<file path="config.mk">
export PLATFORM = sky130hd
export DESIGN_NAME = tgen_top
export DESIGN_NICKNAME = d
export VERILOG_FILES = /design/src/logic/tgen_pkg.sv /design/src/logic/tgen_cfg_regs.sv /design/src/logic/tgen_tx_fetch.sv /design/src/logic/tgen_tx.sv /design/src/logic/tgen_rx_store.sv /design/src/logic/tgen_mem_arbiter.sv /design/src/logic/tgen_top.sv
export SDC_FILE = /design/constraint.sdc
export NUM_CORES = 1
export LEC_CHECK = 0
export BUFFER_PORTS_ARGS = -buffer_cell sky130_fd_sc_hd__buf_2
export CAP_MARGIN = 20
export CORE_MARGIN = 1
export CORE_UTILIZATION = 28
export DETAILED_ROUTE_END_ITERATION = 6
export PLACE_DENSITY_LB_ADDON = 0.25
export SLEW_MARGIN = 30
export SYNTH_ARGS = -nofsm -noshare
export SYNTH_HDL_FRONTEND = slang
export SYNTH_HIERARCHICAL = 1
export SYNTH_SLANG_ARGS = --single-unit
</file>
<file path="constraint.sdc">
create_clock -name clk_i -period 8.31 [get_ports clk_i]
set_clock_uncertainty 0.2 [all_clocks]
set_input_delay 2.0775 -clock clk_i [delete_from_list [all_inputs] [get_ports clk_i]]
set_output_delay 2.0775 -clock clk_i [all_outputs]
set_load 0.005 [all_outputs]
</file>
<file path="src/logic/tgen_pkg.sv">
//////////////////////////////////////////////////
// Shared types for the micro-DMA traffic generator
// Holds widths, opcodes, register map and bus structs
// Import it wherever one of these names is used
//////////////////////////////////////////////////

package tgen_pkg;

    // Word address and data widths of the shared memory
    localparam int TGEN_ADDR_W = 16;
    localparam int TGEN_DATA_W = 32;

    // Transform applied by the store engine
    typedef enum logic [1:0] {
        TG_PASS,
        TG_INVERT,
        TG_BSWAP
    } tgen_mode_e;

    // Register map of the configuration port
    typedef enum logic [2:0] {
        REG_SETUP,
        REG_SRC,
        REG_DST,
        REG_LEN,
        REG_STATUS
    } tgen_reg_e;

    // Setup word, enable in bit 1 and mode in bits 3 to 2
    typedef struct packed {
        logic [27:0] rsvd_hi;
        tgen_mode_e  mode;
        logic        en;
        logic        rsvd_lo;
    } tgen_setup_t;

    // One request on the shared memory port
    typedef struct packed {
        logic                   req;
        logic                   we;
        logic [TGEN_ADDR_W-1:0] addr;
        logic [TGEN_DATA_W-1:0] wdata;
    } tgen_mem_req_t;

    // Job settings handed from the registers to both engines
    typedef struct packed {
        logic [TGEN_ADDR_W-1:0] src;
        logic [TGEN_ADDR_W-1:0] dst;
        logic [TGEN_ADDR_W-1:0] len;
        tgen_mode_e             mode;
    } tgen_job_t;

endpackage

</file>
<file path="src/logic/tgen_cfg_regs.sv">
//////////////////////////////////////////////////
// Configuration registers of the traffic generator
// Software writes setup, addresses and length here
// A nonzero LEN write starts a job, STATUS reports it
//////////////////////////////////////////////////

`timescale 1ns/1ps

module tgen_cfg_regs #(
    parameter int MAX_LEN_W = 16
) (
    input  logic                    clk_i,
    input  logic                    rstn_i,
    input  logic                    cfg_we_i,
    input  tgen_pkg::tgen_reg_e     cfg_addr_i,
    input  logic [31:0]             cfg_wdata_i,
    input  logic                    done_i,
    output logic [31:0]             cfg_rdata_o,
    output tgen_pkg::tgen_setup_t   setup_o,
    output tgen_pkg::tgen_job_t     job_o,
    output logic                    start_o,
    output logic                    busy_o
);

    import tgen_pkg::*;

    tgen_setup_t            setup_q;
    logic [TGEN_ADDR_W-1:0] src_q;
    logic [TGEN_ADDR_W-1:0] dst_q;
    logic [MAX_LEN_W-1:0]   len_q;
    logic                   start_q;
    logic                   done_q;
    logic                   busy_q;

    assign setup_o = setup_q;
    assign start_o = start_q;
    assign busy_o  = busy_q;

    // The mode travels with the job so the store engine sees one struct
    assign job_o.src  = src_q;
    assign job_o.dst  = dst_q;
    assign job_o.len  = TGEN_ADDR_W'(len_q);
    assign job_o.mode = setup_q.mode;

    // Read mux, purely combinational
    always_comb
    begin
        case (cfg_addr_i)
            REG_SETUP:  cfg_rdata_o = setup_q;
            REG_SRC:    cfg_rdata_o = 32'(src_q);
            REG_DST:    cfg_rdata_o = 32'(dst_q);
            REG_LEN:    cfg_rdata_o = 32'(len_q);
            REG_STATUS: cfg_rdata_o = {30'd0, busy_q, done_q};
            default:    cfg_rdata_o = '0;
        endcase
    end

    always_ff @(posedge clk_i or negedge rstn_i)
    begin
        if (!rstn_i)
        begin
            setup_q <= '0;
            src_q   <= '0;
            dst_q   <= '0;
            len_q   <= '0;
            start_q <= 1'b0;
            done_q  <= 1'b0;
            busy_q  <= 1'b0;
        end
        else
        begin
            start_q <= 1'b0;
            // The engine's done is stale in the start cycle, so it is ignored there
            if (busy_q && done_i && !start_q)
            begin
                done_q <= 1'b1;
                busy_q <= 1'b0;
            end
            if (cfg_we_i)
            begin
                case (cfg_addr_i)
                    REG_SETUP: setup_q <= cfg_wdata_i;
                    REG_SRC:   src_q   <= cfg_wdata_i[TGEN_ADDR_W-1:0];
                    REG_DST:   dst_q   <= cfg_wdata_i[TGEN_ADDR_W-1:0];
                    REG_LEN:
                    begin
                        len_q <= cfg_wdata_i[MAX_LEN_W-1:0];
                        // Zero length is stored but never launches a job
                        if (cfg_wdata_i[MAX_LEN_W-1:0] != '0)
                        begin
                            start_q <= 1'b1;
                            done_q  <= 1'b0;
                            busy_q  <= 1'b1;
                        end
                    end
                    default: ;
                endcase
            end
        end
    end

endmodule

</file>
<file path="src/logic/tgen_tx_fetch.sv">
//////////////////////////////////////////////////
// Fetch engine, reads source words from memory
// Offers each word to the transmitter until taken
//////////////////////////////////////////////////

`timescale 1ns/1ps

module tgen_tx_fetch #(
    parameter int MAX_LEN_W = 16
) (
    input  logic                                clk_i,
    input  logic                                rstn_i,
    input  logic                                start_i,
    input  tgen_pkg::tgen_job_t                 job_i,
    input  logic                                mem_gnt_i,
    input  logic [tgen_pkg::TGEN_DATA_W-1:0]    mem_rdata_i,
    input  logic                                tx_ready_i,
    input  logic                                stall_i,
    output tgen_pkg::tgen_mem_req_t             mem_req_o,
    output logic [tgen_pkg::TGEN_DATA_W-1:0]    tx_data_o,
    output logic                                tx_valid_o
);

    import tgen_pkg::*;

    typedef enum logic [1:0] {FETCH_IDLE, FETCH_REQ, FETCH_WAIT, FETCH_OFFER} fetch_state_e;

    fetch_state_e           state_q;
    fetch_state_e           state_d;
    logic [TGEN_ADDR_W-1:0] addr_q;
    logic [MAX_LEN_W-1:0]   cnt_q;
    logic [MAX_LEN_W-1:0]   cnt_nxt;
    logic [MAX_LEN_W-1:0]   len_w;
    logic [TGEN_DATA_W-1:0] data_q;
    logic                   take;

    assign len_w   = MAX_LEN_W'(job_i.len);
    assign cnt_nxt = cnt_q + 1'b1;

    // Back-pressure from the store buffer hides the word without losing it
    assign tx_valid_o = (state_q == FETCH_OFFER) && !stall_i;
    assign tx_data_o  = data_q;
    assign take       = tx_valid_o && tx_ready_i;

    // Read-only requester
    assign mem_req_o.req   = (state_q == FETCH_REQ);
    assign mem_req_o.we    = 1'b0;
    assign mem_req_o.addr  = addr_q;
    assign mem_req_o.wdata = '0;

    always_comb
    begin
        state_d = state_q;
        case (state_q)
            FETCH_IDLE:  state_d = FETCH_IDLE;
            FETCH_REQ:   if (mem_gnt_i) state_d = FETCH_WAIT;
            // Read data is on the bus in this cycle
            FETCH_WAIT:  state_d = FETCH_OFFER;
            FETCH_OFFER: if (take) state_d = (cnt_nxt == len_w) ? FETCH_IDLE : FETCH_REQ;
            default:     state_d = FETCH_IDLE;
        endcase
        // A new job restarts the engine from any state
        if (start_i)
            state_d = FETCH_REQ;
    end

    always_ff @(posedge clk_i or negedge rstn_i)
    begin
        if (!rstn_i)
        begin
            state_q <= FETCH_IDLE;
            addr_q  <= '0;
            cnt_q   <= '0;
        end
        else
        begin
            state_q <= state_d;
            if (start_i)
            begin
                addr_q <= job_i.src;
                cnt_q  <= '0;
            end
            else if (take)
            begin
                addr_q <= addr_q + 1'b1;
                cnt_q  <= cnt_nxt;
            end
        end
    end

    // Holding register for the word under offer
    always_ff @(posedge clk_i)
    begin
        if (state_q == FETCH_WAIT)
            data_q <= mem_rdata_i;
    end

endmodule

</file>
<file path="src/logic/tgen_tx.sv">
//////////////////////////////////////////////////
// Transmit block of the traffic generator
// Takes a word on valid/ready and shows it on tx_o
// for one cycle, with busy_o high in that cycle
//////////////////////////////////////////////////

`timescale 1ns/1ps

module tgen_tx (
    input  logic                                clk_i,
    input  logic                                rstn_i,
    input  tgen_pkg::tgen_setup_t               setup_i,
    input  logic [tgen_pkg::TGEN_DATA_W-1:0]    tx_data_i,
    input  logic                                tx_valid_i,
    output logic [tgen_pkg::TGEN_DATA_W-1:0]    tx_o,
    output logic                                busy_o,
    output logic                                tx_ready_o
);

    import tgen_pkg::*;

    typedef enum logic {TX_IDLE, TX_SEND} tx_state_e;

    tx_state_e              state_q;
    tx_state_e              state_d;
    logic [TGEN_DATA_W-1:0] data_q;
    logic                   take;

    // Ready only while idle and enabled, so one word per two cycles at most
    assign tx_ready_o = (state_q == TX_IDLE) && setup_i.en;
    assign take       = tx_valid_i && tx_ready_o;

    assign busy_o = (state_q == TX_SEND);
    // Output is forced to zero outside the send cycle
    assign tx_o   = busy_o ? data_q : '0;

    always_comb
    begin
        state_d = state_q;
        case (state_q)
            TX_IDLE: if (take) state_d = TX_SEND;
            TX_SEND: state_d = TX_IDLE;
            default: state_d = TX_IDLE;
        endcase
    end

    always_ff @(posedge clk_i or negedge rstn_i)
    begin
        if (!rstn_i)
            state_q <= TX_IDLE;
        else if (setup_i.en)
            state_q <= state_d;
        else
            // Disabling drops straight back to idle
            state_q <= TX_IDLE;
    end

    // Word captured on the handshake edge
    always_ff @(posedge clk_i)
    begin
        if (take)
            data_q <= tx_data_i;
    end

endmodule

</file>
<file path="src/logic/tgen_rx_store.sv">
//////////////////////////////////////////////////
// Store engine, transforms each transmitted word
// Writes it to dst plus index and counts to done
//////////////////////////////////////////////////

`timescale 1ns/1ps

module tgen_rx_store #(
    parameter int MAX_LEN_W = 16
) (
    input  logic                                clk_i,
    input  logic                                rstn_i,
    input  logic                                start_i,
    input  tgen_pkg::tgen_job_t                 job_i,
    input  logic [tgen_pkg::TGEN_DATA_W-1:0]    tx_i,
    input  logic                                tx_busy_i,
    input  logic                                mem_gnt_i,
    output tgen_pkg::tgen_mem_req_t             mem_req_o,
    output logic                                stall_o,
    output logic                                done_o
);

    import tgen_pkg::*;

    logic [TGEN_DATA_W-1:0] buf_q;
    logic                   full_q;
    logic                   done_q;
    logic [MAX_LEN_W-1:0]   cnt_q;
    logic [MAX_LEN_W-1:0]   cnt_nxt;
    logic [MAX_LEN_W-1:0]   len_w;

    // Word transform selected by the mode field
    function automatic logic [TGEN_DATA_W-1:0] xform(
        input tgen_mode_e             mode,
        input logic [TGEN_DATA_W-1:0] w
    );
        case (mode)
            TG_INVERT: return ~w;
            TG_BSWAP:  return {w[7:0], w[15:8], w[23:16], w[31:24]};
            default:   return w;
        endcase
    endfunction

    assign len_w   = MAX_LEN_W'(job_i.len);
    assign cnt_nxt = cnt_q + 1'b1;

    // A full buffer both requests the write and holds off the fetch side
    assign stall_o = full_q;
    assign done_o  = done_q;

    assign mem_req_o.req   = full_q;
    assign mem_req_o.we    = 1'b1;
    assign mem_req_o.addr  = job_i.dst + TGEN_ADDR_W'(cnt_q);
    assign mem_req_o.wdata = buf_q;

    always_ff @(posedge clk_i or negedge rstn_i)
    begin
        if (!rstn_i)
        begin
            full_q <= 1'b0;
            done_q <= 1'b0;
            cnt_q  <= '0;
        end
        else if (start_i)
        begin
            full_q <= 1'b0;
            done_q <= 1'b0;
            cnt_q  <= '0;
        end
        else
        begin
            if (mem_gnt_i)
            begin
                full_q <= 1'b0;
                cnt_q  <= cnt_nxt;
                if (cnt_nxt == len_w)
                    done_q <= 1'b1;
            end
            // A new pulse refills the buffer and wins over the grant
            if (tx_busy_i)
                full_q <= 1'b1;
        end
    end

    always_ff @(posedge clk_i)
    begin
        if (tx_busy_i)
            buf_q <= xform(job_i.mode, tx_i);
    end

endmodule

</file>
<file path="src/logic/tgen_mem_arbiter.sv">
//////////////////////////////////////////////////
// Round-robin arbiter for the shared memory port
// Fetch and store engines compete as equal peers
//////////////////////////////////////////////////

`timescale 1ns/1ps

module tgen_mem_arbiter (
    input  logic                        clk_i,
    input  logic                        rstn_i,
    input  tgen_pkg::tgen_mem_req_t     fetch_req_i,
    input  tgen_pkg::tgen_mem_req_t     store_req_i,
    input  logic                        mem_gnt_i,
    output logic                        fetch_gnt_o,
    output logic                        store_gnt_o,
    output tgen_pkg::tgen_mem_req_t     mem_req_o
);

    typedef enum logic {WIN_FETCH, WIN_STORE} winner_e;

    winner_e last_q;
    logic    sel_store;

    // Store wins when alone, or when fetch took the last grant
    assign sel_store = store_req_i.req && (!fetch_req_i.req || (last_q == WIN_FETCH));

    // With no request at all the fetch side is shown, its req is low anyway
    assign mem_req_o = sel_store ? store_req_i : fetch_req_i;

    // Grant goes only to the engine on the bus this cycle
    assign fetch_gnt_o = mem_gnt_i && fetch_req_i.req && !sel_store;
    assign store_gnt_o = mem_gnt_i && sel_store;

    //////////////////////////////////////////////////
    // Last winner, updated on every accepted request
    //////////////////////////////////////////////////

    always_ff @(posedge clk_i or negedge rstn_i)
    begin
        if (!rstn_i)
            last_q <= WIN_STORE;
        else if (mem_gnt_i && mem_req_o.req)
            last_q <= sel_store ? WIN_STORE : WIN_FETCH;
    end

endmodule

</file>
<file path="src/logic/tgen_top.sv">
//////////////////////////////////////////////////
// Top of the micro-DMA traffic generator
// Registers, fetch and store engines, transmitter
// and memory arbiter, joined by wires only
//////////////////////////////////////////////////

`timescale 1ns/1ps

module tgen_top #(
    parameter int MAX_LEN_W = 16
) (
    input  logic                                clk_i,
    input  logic                                rstn_i,
    input  logic                                cfg_we_i,
    input  tgen_pkg::tgen_reg_e                 cfg_addr_i,
    input  logic [31:0]                         cfg_wdata_i,
    input  logic                                mem_gnt_i,
    input  logic [tgen_pkg::TGEN_DATA_W-1:0]    mem_rdata_i,
    output logic [31:0]                         cfg_rdata_o,
    output tgen_pkg::tgen_mem_req_t             mem_req_o,
    output logic [tgen_pkg::TGEN_DATA_W-1:0]    tx_o,
    output logic                                tx_busy_o,
    output logic                                done_o
);

    import tgen_pkg::*;

    tgen_setup_t            setup;
    tgen_job_t              job;
    logic                   start;
    tgen_mem_req_t          fetch_req;
    tgen_mem_req_t          store_req;
    logic                   fetch_gnt;
    logic                   store_gnt;
    logic [TGEN_DATA_W-1:0] tx_data;
    logic                   tx_valid;
    logic                   tx_ready;
    logic                   stall;

    ////////////////////////////////////////////////
    // Control
    ////////////////////////////////////////////////

    // The busy level is only seen through STATUS
    tgen_cfg_regs #(.MAX_LEN_W(MAX_LEN_W)) u_cfg (
        .clk_i(clk_i), .rstn_i(rstn_i),
        .cfg_we_i(cfg_we_i), .cfg_addr_i(cfg_addr_i), .cfg_wdata_i(cfg_wdata_i),
        .done_i(done_o), .cfg_rdata_o(cfg_rdata_o), .setup_o(setup),
        .job_o(job), .start_o(start), .busy_o()
    );

    ////////////////////////////////////////////////
    // Data path
    ////////////////////////////////////////////////

    tgen_tx_fetch #(.MAX_LEN_W(MAX_LEN_W)) u_fetch (
        .clk_i(clk_i), .rstn_i(rstn_i), .start_i(start), .job_i(job),
        .mem_gnt_i(fetch_gnt), .mem_rdata_i(mem_rdata_i),
        .tx_ready_i(tx_ready), .stall_i(stall),
        .mem_req_o(fetch_req), .tx_data_o(tx_data), .tx_valid_o(tx_valid)
    );

    tgen_tx u_tx (
        .clk_i(clk_i), .rstn_i(rstn_i), .setup_i(setup),
        .tx_data_i(tx_data), .tx_valid_i(tx_valid),
        .tx_o(tx_o), .busy_o(tx_busy_o), .tx_ready_o(tx_ready)
    );

    // Store engine reacts to the tx pulse itself
    tgen_rx_store #(.MAX_LEN_W(MAX_LEN_W)) u_store (
        .clk_i(clk_i), .rstn_i(rstn_i), .start_i(start), .job_i(job),
        .tx_i(tx_o), .tx_busy_i(tx_busy_o), .mem_gnt_i(store_gnt),
        .mem_req_o(store_req), .stall_o(stall), .done_o(done_o)
    );

    tgen_mem_arbiter u_arb (
        .clk_i(clk_i), .rstn_i(rstn_i),
        .fetch_req_i(fetch_req), .store_req_i(store_req), .mem_gnt_i(mem_gnt_i),
        .fetch_gnt_o(fetch_gnt), .store_gnt_o(store_gnt), .mem_req_o(mem_req_o)
    );

endmodule

</file>
Word-level counts from Yosys, hierarchy flattened. Cells that the tools add are included.

Input bits: 71. Word-level logic and storage cells: 105. Flip-flop bits (word level): 233.

$add $sub $neg: 4. Reductions and logical operators: 28. Bitwise operators: 3. Equal/unequal tests: 13. Mux-type cells: 36.

Operators with widths (count): $pmux W32 S5 (1); $mux W16 (6); $pmux W32 S2 (1); $mux W50 (1); $add A16 B1 Y16 const B (3); $eq A16 B16 Y1 (2); $mux W32 (1); $not A32 Y32 (1); $mux W1 (21); $add A16 B16 Y16 (1); $reduce_bool A16 Y1 (1); $reduce_and A2 Y1 (6); $logic_and A1 B1 Y1 (10); $pmux W2 S4 (1); $eq A2 B2 Y1 const B (3); $eq A3 B2 Y1 const B (2); $mux W2 (3); $reduce_bool A2 Y1 (3); $eq A2 B1 Y1 const B (2); $logic_not A1 Y1 (4); $eq A3 B1 Y1 const B (1); $eq A3 B3 Y1 const B (1); $logic_not A3 Y1 (1); $ne A3 B2 Y1 const B (1); other kinds (6) (7).

Longest topological paths before layout.
Word-level depth: 9. Gate-level depth with buffers: 10. Mapped depth without buffers: 10.

Hierarchy. Netlist, hierarchy kept.

Modules (own cells, without submodules): tgen_cfg_regs (instances 1, cells each 251, area an instance 3858.7 µm²); tgen_rx_store (instances 1, cells each 399, area an instance 3658.5 µm²); tgen_tx_fetch (instances 1, cells each 322, area an instance 3410.8 µm²); tgen_tx (instances 1, cells each 71, area an instance 1270.0 µm²); tgen_mem_arbiter (instances 1, cells each 64, area an instance 726.9 µm²).

Worst setup path before layout. Ideal clock, no wire load.

Path kind: input port to output port. From: input cfg_addr_i[0]. To: output cfg_rdata_o[6]. Buffers on the path: 2. Arrival: 3.047 ns. Slack: 2.985 ns. Stages: 4. Required time: 6.032 ns. Cell sequence: buf_6 -> buf_6 -> mux4_2 -> nor2b_1.

Word-level cells in the longest chain between the ends: 2. Elaborated cells on any way between the ends: 6. Classes of those cells: 4 x eq/ne; 1 x mux; 1 x reduce/logical.

Ends and longest elaborated chain: from (decl) (line tgen_top.sv:15) `input tgen_pkg::tgen_reg_e cfg_addr_i,`; $eq A3 B3 Y1 (tied with other cells) (line tgen_cfg_regs.sv:48) `case (cfg_addr_i)`; $pmux W32 S5 (*) (line tgen_cfg_regs.sv:48); to (decl) (line tgen_top.sv:19) `output logic [31:0] cfg_rdata_o,`.

Mark *: on every way between the ends. The rest lies on a longest branch, timed or not.

Final worst setup path.
From: input cfg_addr_i[0]. To: output cfg_rdata_o[13].

The elaborated chain is that of the path after synthesis.

==> metrics.txt <==
status=finished, final reports clean; Tot GR Track Use=between 10% and 20%; die area=approximately 47000 µm²; die width=around 220 µm; cts repair resizes=0; CTS Buf Count=27; setup tns final=0 ns; Critical Path AT=about 3.6 ns; Initial Utilization=between 20% and 30%; Gate Count Post-Synth=between 1000 and 1500; antenna cells=0; htree depth=1; Synth warnings=6; final hold viol count=0; Syn Area/Cell=~12 µm²; Finished Layout Cells=around 1900; DRC=0; Slew HR=44.9%; Fmax=roughly 170 MHz; Wirelength per Cell=around 19 µm; hold-fix buffers at CTS=0; post-route cell area=between 15000 and 20000 µm²; core area=45400 µm²; critical-path maximum fanout=20; Layout area overhead=16.7%; fin nets=~1400; Die H=217 µm; RSZ-0062 raised after global routing=no; clock sink count=roughly 230; max-cap viol count=0; metal2 WL=approximately 16000 µm; Setup crit end kind=primary output; Cell Area, Placed=~14000 µm²; final RePlAce weighted congestion=roughly 0.83; Vias per Instance=4.79; IO Count=around 190; routed vias=approximately 9000; final setup violation count=0; Leak Pwr=6.11 nW; grt ovf=0; post-synthesis cell area=12900 µm²; Worst-path clk slew=roughly 0.06 ns; CTS tree=done; setup bufs post-CTS=0; worst endpoint required time=6.03 ns; Port Buf Inserts=about 190; DR pass1 iterations=5; commonest cells after routing, fill and taps aside=buf_2, dfrtp_1, mux2_2, edfxtp_1, a21oi_1; PwrDens=272 nW/µm²; peak supply drop=about 0.00015 V; CTS Root Cell=clkbuf_16; first-pass GRT wire length=about 54000 µm; commonest non-fill, non-tap cell in the layout=buf_2; maximum clock path buffer count=3; cells on worst reg2reg path=10; HPWL after DPL=~26000 µm; antenna viol nets, final=0; met3 wire length=1990 µm; largest net degree at the start of global routing=between 70 and 80; worst skew pair latency=0.55 ns; Worst-Margin Slew=between 0.8 and 0.9 ns; fin crit period=5.89 ns; vias in the first global route=a little under 9000; Placed Cells=1836; hold_ws=about 0.21 ns; initial antenna violation count=0; fin crit share=70.9%; critical path type=in -> out; Slew Viols, Final=0; fraction of layout instances using a drive strength above 1=34.0%; Max Used Layer=met4; met1 WL=17200 µm; Hold Crit Depth=0; Site Rows=78; worst hold-check path type=reg -> reg; final WL=36000 µm; drt initial violations=between 500 and 600; Worst setup SP type=primary input
-- area by class of cell --
type | count | area, µm²
Fill cell | 4639 | 30300
Sequential cell | 233 | 6310
Multi-Input combinational cell | 765 | 5960
Timing Repair Buffer | 196 | 1020
Tap cell | 600 | 751
Clock buffer | 33 | 718
Inverter | 44 | 165
Clock inverter | 13 | 130
-- path summary, 6_finish.rpt --
check | slack [ns] | endpoint | start
max in group asynchronous | 5.17 | u_cfg/start_o$_DFF_PN0_ | rstn_i
min in group asynchronous | 1.38 | u_fetch/addr_q[13]$_DFFE_PN0P_ | rstn_i
hold / removal | 0.21 | u_tx/data_q[27]$_DFFE_PP_ | u_fetch/tx_data_o[27]$_DFFE_PN_
hold reg to reg | 0.21 | u_tx/data_q[27]$_DFFE_PP_ | u_fetch/tx_data_o[27]$_DFFE_PN_
setup reg to reg | 5.15 | u_store/done_o$_DFFE_PN0P_ | u_fetch/state_q[1]$_DFFE_PN0P_
setup / recovery | 2.42 | cfg_rdata_o[13] | cfg_addr_i[0]
-- worst max-delay path, stage by stage --
cell and delay [ns]:
buf_2 0.62, mux4_2 0.59, nor2b_1 0.14, buf_2 0.15
-- registers in the layout, summed over array words and instances, names as in the netlist, 2 cells and up --
| signal | cells |
|---|---|
| u_fetch/cnt_q | 16 |
| u_cfg/dst_q | 16 |
| u_cfg/job_o | 2 |
| u_tx/data_q | 32 |
| u_fetch/tx_data_o | 32 |
| u_cfg/len_q | 16 |
| u_cfg/setup_o | 30 |
| u_store/buf_q | 32 |
| u_cfg/src_q | 16 |
| u_fetch/state_q | 2 |
| u_store/cnt_q | 16 |
| u_fetch/addr_q | 16 |
-- layer usage --
layer / up-vias / global-route usage, %
met5: - / 0
met2: 231 / 22.6
met1: 4483 / 22.0
li1: 4259 / -
met4: 0 / 4.79
met3: 53 / 2.64
-- power breakdown --
part	internal (W)	switching (W)	total (W)
clock	0.000673	0.000483	0.00116
combinational	0.000577	0.000635	0.00121
sequential	0.00151	0.000211	0.00172
-- per-stage QoR --
stage,power [W],util (%),worst slack [ns]
after floorplan,0.00252,-,2.99
after global placement,0.00294,31.2,2.41
after detailed placement,0.00296,31.2,2.38
after CTS,0.00414,33.1,2.38
after global routing,0.00432,33.2,2.32
final,0.00409,33.2,2.42
(Power assumes the default switching activity.)
